[config.mk]
export PLATFORM = sky130hd
export DESIGN_NAME = tempSensorReader
export DESIGN_NICKNAME = d
export VERILOG_FILES = /design/src/common/i2cPkg.sv /design/src/common/byteSlotIf.sv /design/src/hdl/tempSensorReader.sv /design/src/i2cMaster/bitPhaseTimer.sv /design/src/i2cMaster/byteShifter.sv /design/src/i2cMaster/sensorReadFsm.sv
export SDC_FILE = /design/constraint.sdc
export NUM_CORES = 1
export LEC_CHECK = 0
export ABC_AREA = 1
export BUFFER_PORTS_ARGS = -buffer_cell sky130_fd_sc_hd__buf_4
export CORE_MARGIN = 3
export CORE_UTILIZATION = 26
export CTS_BUF_LIST = sky130_fd_sc_hd__clkbuf_8
export DETAILED_ROUTE_END_ITERATION = 8
export PLACE_DENSITY = 0.43
export REMOVE_ABC_BUFFERS = 1
export SETUP_SLACK_MARGIN = 0.3
export SKIP_CTS_REPAIR_TIMING = 1
export SLEW_MARGIN = 20
export SYNTH_ARGS = -nofsm -noshare
export SYNTH_HDL_FRONTEND = slang
export SYNTH_SLANG_ARGS = --single-unit
[constraint.sdc]
create_clock -name FSM_Clk -period 5.8 [get_ports FSM_Clk]
set_input_delay 0.58 -clock FSM_Clk [delete_from_list [all_inputs] [get_ports FSM_Clk]]
set_output_delay 0.58 -clock FSM_Clk [all_outputs]
set_load 0.005 [all_outputs]
[src/common/i2cPkg.sv]
`default_nettype none

package i2cPkg;

    // bus widths
    localparam int ByteWidth = 8;
    localparam int DevAddrWidth = 7;
    localparam int BitIdxWidth = 4;
    localparam int PhaseWidth = 2;

    // one byte on the bus in either direction
    typedef logic [ByteWidth-1:0] byteT;

    // 7-bit device address without the r/w bit
    typedef logic [DevAddrWidth-1:0] devAddrT;

    // bit position in a byte slot with 8 as the acknowledge bit
    typedef logic [BitIdxWidth-1:0] bitIdxT;

    // clock phase within one bit
    typedef logic [PhaseWidth-1:0] phaseT;

    // bit timing
    localparam int PhasesPerBit = 4;
    localparam phaseT SamplePhase = 2'd2;
    localparam bitIdxT AckBitIdx = 4'd8;

    // sequencer states in bus order
    typedef enum logic [3:0] {
        idle,
        start,
        writeAddr,
        regAddr,
        restart,
        readAddr,
        readMsb,
        readLsb,
        stop
    } readStateT;

endpackage

`default_nettype wire

[src/common/byteSlotIf.sv]
`default_nettype none

interface byteSlotIf;

    // set by the sequencer for the current slot
    logic slotActive;
    i2cPkg::byteT txByte;
    logic rxMode;
    logic masterNack;

    // position within the slot from the bit timer
    i2cPkg::phaseT phase;
    i2cPkg::bitIdxT bitIdx;
    logic slotLast;

    modport seq (
        output slotActive, txByte, rxMode, masterNack,
        input slotLast
    );

    modport timer (
        input slotActive,
        output phase, bitIdx, slotLast
    );

    modport shifter (
        input slotActive, txByte, rxMode, masterNack,
        input phase, bitIdx, slotLast
    );

endinterface

`default_nettype wire

[src/hdl/tempSensorReader.sv]
`default_nettype none

module tempSensorReader #(
    parameter i2cPkg::devAddrT DeviceAddr = 7'h48,
    parameter i2cPkg::byteT RegAddr = 8'h00
) (
    input wire logic FSM_Clk,
    input wire logic reset,
    input wire logic start,
    input wire logic sdaIn,
    output logic scl,
    output logic sdaLow,
    output logic busy,
    output logic done,
    output logic ackError,
    output i2cPkg::byteT tempMsb,
    output i2cPkg::byteT tempLsb
);

    byteSlotIf slotBus ();

    i2cPkg::byteT rxByte;
    logic frameScl;
    logic frameSdaLow;
    logic clearErr;

    // transaction sequencer
    sensorReadFsm #(
        .DeviceAddr(DeviceAddr),
        .RegAddr(RegAddr)
    ) u_sensorReadFsm (
        .FSM_Clk(FSM_Clk),
        .reset(reset),
        .start(start),
        .slot(slotBus),
        .rxByte(rxByte),
        .frameScl(frameScl),
        .frameSdaLow(frameSdaLow),
        .clearErr(clearErr),
        .busy(busy),
        .done(done),
        .tempMsb(tempMsb),
        .tempLsb(tempLsb)
    );

    bitPhaseTimer u_bitPhaseTimer (
        .FSM_Clk(FSM_Clk),
        .reset(reset),
        .slot(slotBus)
    );

    // pins and ack capture
    byteShifter u_byteShifter (
        .FSM_Clk(FSM_Clk),
        .reset(reset),
        .slot(slotBus),
        .frameScl(frameScl),
        .frameSdaLow(frameSdaLow),
        .clearErr(clearErr),
        .sdaIn(sdaIn),
        .scl(scl),
        .sdaLow(sdaLow),
        .rxByte(rxByte),
        .ackError(ackError)
    );

endmodule

`default_nettype wire

[src/i2cMaster/bitPhaseTimer.sv]
`default_nettype none

module bitPhaseTimer (
    input wire logic FSM_Clk,
    input wire logic reset,
    byteSlotIf.timer slot
);

    localparam i2cPkg::phaseT LastPhase = i2cPkg::phaseT'(i2cPkg::PhasesPerBit - 1);

    i2cPkg::phaseT phase;
    i2cPkg::bitIdxT bitIdx;
    logic bitEnd;

    assign bitEnd = (phase == LastPhase);

    always_ff @(posedge FSM_Clk) begin
        if (reset) begin
            phase <= '0;
            bitIdx <= '0;
        end else if (!slot.slotActive) begin
            // hold at the start of a slot
            phase <= '0;
            bitIdx <= '0;
        end else begin
            phase <= phase + 2'd1;
            if (bitEnd) begin
                // wrap after the ack bit so back to back slots line up
                if (bitIdx == i2cPkg::AckBitIdx) begin
                    bitIdx <= '0;
                end else begin
                    bitIdx <= bitIdx + 4'd1;
                end
            end
        end
    end

    assign slot.phase = phase;
    assign slot.bitIdx = bitIdx;

    // last cycle of the ack bit
    assign slot.slotLast = slot.slotActive && bitEnd && (bitIdx == i2cPkg::AckBitIdx);

endmodule

`default_nettype wire

[src/i2cMaster/byteShifter.sv]
`default_nettype none

module byteShifter (
    input wire logic FSM_Clk,
    input wire logic reset,
    byteSlotIf.shifter slot,
    input wire logic frameScl,
    input wire logic frameSdaLow,
    input wire logic clearErr,
    input wire logic sdaIn,
    output logic scl,
    output logic sdaLow,
    output i2cPkg::byteT rxByte,
    output logic ackError
);

    logic ackBit;
    logic samplePoint;
    logic [2:0] txBitSel;

    assign ackBit = (slot.bitIdx == i2cPkg::AckBitIdx);
    assign samplePoint = slot.slotActive && (slot.phase == i2cPkg::SamplePhase);

    // msb goes out first
    assign txBitSel = 3'd7 - slot.bitIdx[2:0];

    // pin drivers
    always_ff @(posedge FSM_Clk) begin
        if (reset) begin
            scl <= 1'b1;
            sdaLow <= 1'b0;
        end else if (slot.slotActive) begin
            // scl high in the middle two phases
            scl <= (slot.phase == 2'd1) || (slot.phase == 2'd2);
            if (slot.phase == 2'd0) begin
                if (ackBit) begin
                    // master ack in read slots and slave ack otherwise
                    sdaLow <= slot.rxMode && !slot.masterNack;
                end else begin
                    sdaLow <= !slot.rxMode && !slot.txByte[txBitSel];
                end
            end
        end else begin
            scl <= frameScl;
            sdaLow <= frameSdaLow;
        end
    end

    // data bits from the slave
    always_ff @(posedge FSM_Clk) begin
        if (samplePoint && slot.rxMode && !ackBit) begin
            rxByte <= {rxByte[6:0], sdaIn};
        end
    end

    // sticky until the next transaction begins
    always_ff @(posedge FSM_Clk) begin
        if (reset) begin
            ackError <= 1'b0;
        end else if (clearErr) begin
            ackError <= 1'b0;
        end else if (samplePoint && ackBit && !slot.rxMode && sdaIn) begin
            // line left high means no slave ack
            ackError <= 1'b1;
        end
    end

endmodule

`default_nettype wire

[src/i2cMaster/sensorReadFsm.sv]
`default_nettype none

module sensorReadFsm #(
    parameter i2cPkg::devAddrT DeviceAddr = 7'h48,
    parameter i2cPkg::byteT RegAddr = 8'h00
) (
    input wire logic FSM_Clk,
    input wire logic reset,
    input wire logic start,
    byteSlotIf.seq slot,
    input wire i2cPkg::byteT rxByte,
    output logic frameScl,
    output logic frameSdaLow,
    output logic clearErr,
    output logic busy,
    output logic done,
    output i2cPkg::byteT tempMsb,
    output i2cPkg::byteT tempLsb
);

    i2cPkg::readStateT state;
    i2cPkg::readStateT nextState;

    // cycle counter for start, restart and stop framing
    logic [1:0] frameStep;

    always_comb begin
        nextState = state;
        case (state)
            i2cPkg::idle: if (start) nextState = i2cPkg::start;
            i2cPkg::start: if (frameStep == 2'd1) nextState = i2cPkg::writeAddr;
            i2cPkg::writeAddr: if (slot.slotLast) nextState = i2cPkg::regAddr;
            i2cPkg::regAddr: if (slot.slotLast) nextState = i2cPkg::restart;
            i2cPkg::restart: if (frameStep == 2'd3) nextState = i2cPkg::readAddr;
            i2cPkg::readAddr: if (slot.slotLast) nextState = i2cPkg::readMsb;
            i2cPkg::readMsb: if (slot.slotLast) nextState = i2cPkg::readLsb;
            i2cPkg::readLsb: if (slot.slotLast) nextState = i2cPkg::stop;
            i2cPkg::stop: if (frameStep == 2'd2) nextState = i2cPkg::idle;
            default: nextState = i2cPkg::idle;
        endcase
    end

    always_ff @(posedge FSM_Clk) begin
        if (reset) begin
            state <= i2cPkg::idle;
            frameStep <= '0;
            done <= 1'b0;
            tempMsb <= '0;
            tempLsb <= '0;
        end else begin
            state <= nextState;
            // restart the step count on every state change
            if (nextState != state) begin
                frameStep <= '0;
            end else begin
                frameStep <= frameStep + 2'd1;
            end
            done <= (state == i2cPkg::stop) && (nextState == i2cPkg::idle);
            if (slot.slotLast && state == i2cPkg::readMsb) begin
                tempMsb <= rxByte;
            end
            if (slot.slotLast && state == i2cPkg::readLsb) begin
                tempLsb <= rxByte;
            end
        end
    end

    // byte slot setup
    assign slot.slotActive = state inside {i2cPkg::writeAddr, i2cPkg::regAddr,
                                           i2cPkg::readAddr, i2cPkg::readMsb,
                                           i2cPkg::readLsb};
    assign slot.rxMode = state inside {i2cPkg::readMsb, i2cPkg::readLsb};
    // ack the first data byte and nack the last one
    assign slot.masterNack = (state == i2cPkg::readLsb);

    always_comb begin
        case (state)
            i2cPkg::writeAddr: slot.txByte = {DeviceAddr, 1'b0};
            i2cPkg::regAddr: slot.txByte = RegAddr;
            i2cPkg::readAddr: slot.txByte = {DeviceAddr, 1'b1};
            default: slot.txByte = '1;
        endcase
    end

    // framing levels only used between slots
    always_comb begin
        frameScl = 1'b1;
        frameSdaLow = 1'b0;
        case (state)
            i2cPkg::start: begin
                // sda falls while scl high and then scl goes low
                frameScl = (frameStep == 2'd0);
                frameSdaLow = 1'b1;
            end
            i2cPkg::restart: begin
                frameScl = (frameStep == 2'd1) || (frameStep == 2'd2);
                frameSdaLow = (frameStep >= 2'd2);
            end
            i2cPkg::stop: begin
                // sda rises last while scl is high
                frameScl = (frameStep != 2'd0);
                frameSdaLow = (frameStep != 2'd2);
            end
            default: begin
                frameScl = 1'b1;
                frameSdaLow = 1'b0;
            end
        endcase
    end

    assign busy = (state != i2cPkg::idle);
    assign clearErr = (state == i2cPkg::idle) && start;

endmodule

`default_nettype wire
==> Word level (Yosys, flattened, before mapping) <==
Index checks and enable logic that the tools add are counted.
{ "classes": {"n_shift": 0, "n_reduce_logical": 31, "multipliers": 0, "n_div": 0, "bitwise_logic": 1, "order_cmp": 2, "muxes": 20, "eq_ne": 18, "n_addsub": 4} }
{ "op_table": {"columns": ["op", "count"], "rows": [
  ["$mux W4", 10],
  ["$pmux W4 S9", 1],
  ["$pmux W8 S3", 1],
  ["$eq A4 B3 Y1 const B", 4],
  ["$logic_and A1 B1 Y1", 14],
  ["$eq A2 B2 Y1 const B", 4],
  ["$eq A4 B2 Y1 const B", 2],
  ["$eq A4 B4 Y1 const B", 2],
  ["$logic_not A4 Y1", 2],
  ["$pmux W1 S3", 2],
  ["$reduce_or A2 Y1", 3],
  ["$mux W1", 5],
  ["$reduce_bool A5 Y1", 1],
  ["$add A2 B1 Y2 const B", 2],
  ["$add A4 B1 Y4 const B", 1],
  ["$eq A2 B1 Y1 const B", 2],
  ["$eq A4 B1 Y1 const B", 1],
  ["$logic_not A1 Y1", 4],
  ["$logic_not A2 Y1", 2],
  ["$lt A3 B4 Y1 const B", 1],
  ["$ne A4 B4 Y1", 1],
  ["$reduce_bool A2 Y1", 2],
  ["$reduce_bool A4 Y1", 1],
  ["$bmux W1 S3", 1],
  ["6 further kinds", 7]
]} }
{ "word_totals": {"regBits": 40, "out_inout_bits": 21, "latchBits": 0, "ramBits": 0, "mem_bits_ro": 0, "inputBits": 4, "mem_count": 0} }

==> Longest topological paths before layout <==
{ "logic_depth": {"word_depth": 9, "depth_mapped": 10} }

==> Cells and area by module <==
From an unflattened synthesis, not the netlist that was laid out.
{ "hier_totals": {"hier_cells": 272, "hier_area_um2": 2030.7} }
{ "modules_own_cells": {"columns": ["mod", "area_each_um2", "cells_per_inst", "instances"], "rows": [
  ["sensorReadFsm", 1186.1, 166, 1],
  ["byteShifter", 568.0, 69, 1],
  ["bitPhaseTimer", 276.5, 37, 1]
]} }

==> Worst setup path after synthesis <==
Ideal clock, no wire load.
{ "synth_timing": {"kind": "flip-flop to flip-flop", "from": "register u_bitPhaseTimer.bitIdx[0] (netlist: u_bitPhaseTimer.slot.bitIdx[0])", "to": "register u_byteShifter.rxByte[0] (enable)", "arrival_time_ps": 1680, "path_buffers": 0, "period_less_slack_ps": 2074, "path_stages_with_launch": 6, "setup_slack_ps": 3726, "cell_sequence": "dfxtp_1 -> inv_1 -> ha_1 -> nand3_2 -> inv_1 -> nor4_1"} }
{ "synth_between": {"elab_chain_len": 3} }
{ "synth_lines": {"columns": ["item", "line_no", "rtl"], "rows": [
  ["from (decl)", "bitPhaseTimer.sv:12", "i2cPkg::bitIdxT bitIdx;"],
  ["from (signal assigned)", "bitPhaseTimer.sv:32", "bitIdx <= bitIdx + 4'd1;"],
  ["$eq A4 B4 Y1", "byteShifter.sv:21", "assign ackBit = (slot.bitIdx == i2cPkg::AckBitIdx);"],
  ["$logic_not A1 Y1", "byteShifter.sv:51", "if (samplePoint && slot.rxMode && !ackBit) begin"],
  ["$logic_and A1 B1 Y1", "byteShifter.sv:51", null],
  ["to (signal assigned)", "byteShifter.sv:52", "rxByte <= {rxByte[6:0], sdaIn};"],
  ["to (decl)", "byteShifter.sv:13", "output i2cPkg::byteT rxByte,"]
]} }
Every way passes these cells.
A chain may end at the register's enable or synchronous reset.

==> Worst setup path after layout <==
{ "layout_timing": {"from": "register u_sensorReadFsm.state[3]", "to": "output port busy"} }
{ "layout_between": {"elab_chain_len": 1} }
{ "layout_lines": {"columns": ["item", "line_no", "rtl"], "rows": [
  ["from (decl)", "sensorReadFsm.sv:21", "i2cPkg::readStateT state;"],
  ["from (signal assigned)", "sensorReadFsm.sv:45", "state <= i2cPkg::idle;"],
  ["from (signal assigned)", "sensorReadFsm.sv:51", "state <= nextState;"],
  ["$reduce_bool A4 Y1", "sensorReadFsm.sv:111", "assign busy = (state != i2cPkg::idle);"],
  ["to (decl)", "tempSensorReader.sv:13", "output logic busy,"]
]} }
Every way passes these cells.

==> impl_metrics.py <==
metrics = {
    "outcome": {
        "outcome": "completed",
    },
    "logic_synthesis": {
        "yosysWarnings": 0,
        "synth-seq-cells": 40,
        "synth_area_leader_cell": "dfxtp_1",
        "synthTopCellsByArea": "dfxtp_1, edfxtp_1, nand2_1, nand3_1, a21oi_1",
        "synthCells": 241,
        "ys_seq_area_share_pct": 46.8,
        "synth_cell_types": 26,
        "synth_top_cell_area_share_pct": 34.0,
        "syn_area_um2": 1880,
        "syn_avg_cell_area_um2": 7.81,
    },
    "timing": {
        "hold_violations": 0,
        "fin_setup_tns_ns": 0,
        "worst_pin_slew_ns": 0.414,
        "holdWs_ns": 0.448,
        "finalSetupViolCount": 0,
        "rsz0062_at_grt": "no",
        "fin_skew_ns": 0.0104,
        "drv_slew": 0,
        "max_freq_ghz": 0.546,
        "timing.final.crit_share_pct": 31.6,
        "slew_headroom_pct": 72.4,
        "finalWorstSetupSlack_ns": 3.97,
        "period_minus_slack_ns": 1.83,
    },
    "setup_path": {
        "rrSetupSlack_ns": 3.99,
        "cp_max_fo": 7,
        "arrival_ns": 1.25,
        "cp-start-kind": "flip-flop",
        "crit_type": "flip-flop to output pin",
        "reg2reg_depth": 8,
        "cp.required_ns": 5.22,
        "worstSetupEndpointType": "output pin",
        "timing.rr.end": "u_sensorReadFsm.state[2]$_SDFF_PP0_",
        "crit-reg2reg-launch": "u_bitPhaseTimer.slot.phase[0]$_SDFF_PP0_",
    },
    "grt": {
        "grt-ovfl-total": 0,
        "grt_pass1_vias": 1539,
        "grtUsageTotal_pct": 10.9,
        "antenna_found_initial": 0,
        "grt_pass1_wl_um": 7250,
        "grt_max_degree": 24,
    },
    "power": {
        "power_frac_clock_pct": 40.6,
        "power.switching_mw": 0.147,
        "leakage_nw": 0.960,
        "finalPower_mw": 0.585,
        "intPower_mw": 0.438,
        "irDropWorstVdd_v": 0.000102,
        "p_seq_share_pct": 50.3,
        "p_sw_share_pct": 25.1,
        "powerDensity_nw_per_um2": 258,
        "pwr-share-comb_pct": 9.2,
    },
    "detailed_routing": {
        "vias_per_cell": 4.33,
        "vias": 1580,
        "finalWirelength_um": 4240,
        "drt-pass1-iter-count": 4,
        "ant_nets": 0,
        "drc": 0,
        "drt_iter0_markers": 43,
        "wl_per_cell_um": 11.6,
    },
    "hold_path": {
        "hold_path.class": "flip-flop to flip-flop",
        "hp-start": "u_bitPhaseTimer.slot.phase[0]$_SDFF_PP0_",
        "holdPathStages": 1,
        "whs_endpoint": "u_bitPhaseTimer.slot.phase[0]$_SDFF_PP0_",
    },
    "layout": {
        "seq_area_um2": 881,
        "fillers": 806,
        "final_nets": 281,
        "multi_input_area_um2": 842,
        "post_route_cells_drive_above_1_share_pct": 16.7,
        "final_area_um2": 2270,
        "area_growth_pct": 20.4,
        "final_util_pct": 32.8,
        "fin_cells": 365,
        "diodes": 0,
    },
    "die": {
        "coreArea_um2": 6910,
        "io_pins": 25,
        "die_w_um": 91.1,
        "fp.dieH_um": 91.1,
        "rows": 30,
        "fp.dieArea_um2": 8300,
        "initial_core_util_pct": 27.3,
    },
    "clock_network": {
        "insertion_delay_ns": 0.29,
        "htreeDepth": 2,
        "clock-root-buffer": "clkbuf_8",
        "cts_sinks": 40,
        "cts-buffers-inserted": 5,
        "clk_pin_slew_ns": 0.09,
        "cts_tree": "done",
        "cts_buffer_depth": 2,
    },
    "placement": {
        "numPortBuffers": 24,
        "postPlaceCellArea_um2": 2150,
        "globalplace.congestion": 0.801,
        "place_ws_ns": 4.01,
        "dpl.hpwl_um": 3180,
        "dpl.cell_count": 357,
    },
    "flow_run": {
        "maxCapViolations": 0,
    },
}
[cells in the mapped netlist, drive strengths merged]
master  count
a21oi      25
a31oi       1
buf         3
clkbuf      2
clkinv      1
dfxtp      32
edfxtp      8
ha          9
inv        30
nand2      56
nand3      37
nand4       1
nor2       27
nor3        3
nor4        1
o21ai       2
o31ai       1
xnor2       1
xor2        1
[power by group through the flow]
stage          combinational (mW)  sequential, mW  clock [mW]
6_report                   0.0536           0.294       0.238
2_1_floorplan              0.0366           0.300           0
4_1_cts                    0.0551           0.295       0.248
3_3_place_gp               0.0543           0.301           0
5_1_grt                    0.0626           0.296       0.259
3_5_place_dp               0.0547           0.301           0
[worst max path at each step]
stage	end	from	depth (start not counted)	slack [ns]
after global placement	u_sensorReadFsm.state[2]$_SDFF_PP0_	u_bitPhaseTimer.slot.phase[0]$_SDFF_PP0_	8	4.05
final	busy	u_sensorReadFsm.state[3]$_SDFF_PP0_	3	3.97
after floorplan	u_byteShifter.rxByte[0]$_DFFE_PP_	u_bitPhaseTimer.slot.bitIdx[0]$_SDFFE_PP0N_	5	3.73
after global routing	u_sensorReadFsm.state[2]$_SDFF_PP0_	u_bitPhaseTimer.slot.phase[0]$_SDFF_PP0_	8	3.78
after detailed placement	u_sensorReadFsm.state[2]$_SDFF_PP0_	u_bitPhaseTimer.slot.phase[0]$_SDFF_PP0_	8	4.01
after CTS	busy	u_sensorReadFsm.state[3]$_SDFF_PP0_	3	3.96
[kinds of logic (layout without fill, tap and decap cells)]
family / Yosys count / in the layout / synth area share, %
AOI/OAI and AO/OA: 29 / 29 / 8.51
and+or+nand+nor: 125 / 125 / 29.3
adders and majority gates: 9 / 9 / 5.98
xor gates and xnor gates: 2 / 2 / 0.930
DFF: 40 / 40 / 46.8
buffers and inverters: 36 / 64 / 8.50
[critical path: stages, from the launching register on]
cell	delay, ns
dfxtp_1	0.41
nor2_2	0.31
nand2_1	0.10
buf_4	0.14
[layout make-up]
| cell class | instances | share of cell area [%] |
|---|---|---|
| flip-flops and latches | 40 | 38.9 |
| multi-input cells | 165 | 37.1 |
| repair buffers | 25 | 8.28 |
| inverters | 31 | 5.35 |
| well taps | 96 | 5.30 |
| clock buffers | 5 | 3.04 |
| clock inverters | 3 | 2.04 |
[state kept, by name, indices dropped and copies added (netlist names)]
signal and count:
u_bitPhaseTimer.slot.bitIdx 4, u_bitPhaseTimer.slot.phase 2, u_byteShifter.ackError 1, u_byteShifter.rxByte 8, u_byteShifter.scl 1, u_byteShifter.sdaLow 1, u_sensorReadFsm.done 1, u_sensorReadFsm.frameStep 2
u_sensorReadFsm.state 4, u_sensorReadFsm.tempLsb 8, u_sensorReadFsm.tempMsb 8
[layout by cell type, fill, tap and decap left out, types with 3 or more instances in the layout]
cell,netlist,final
nand2_1,55,55
nand3_1,36,36
dfxtp_1,32,32
inv_1,28,28
buf_4,0,25
a21oi_1,24,24
nor2_1,21,21
ha_1,9,9
edfxtp_1,8,8
nor2_2,6,6
clkbuf_8,0,5
nor3_1,3,3
[routing by layer]
metal	track usage (%)	part of all wire [%]	vias up	wire [um]
met4	4.40	1.7	0	72
li1	-	-	837	-
met2	17.2	44	34	1860
met1	14.1	50	702	2110
met5	0	0	-	0
met3	2.90	4.6	7	195
No activity file was read; power rests on OpenSTA's default activity.
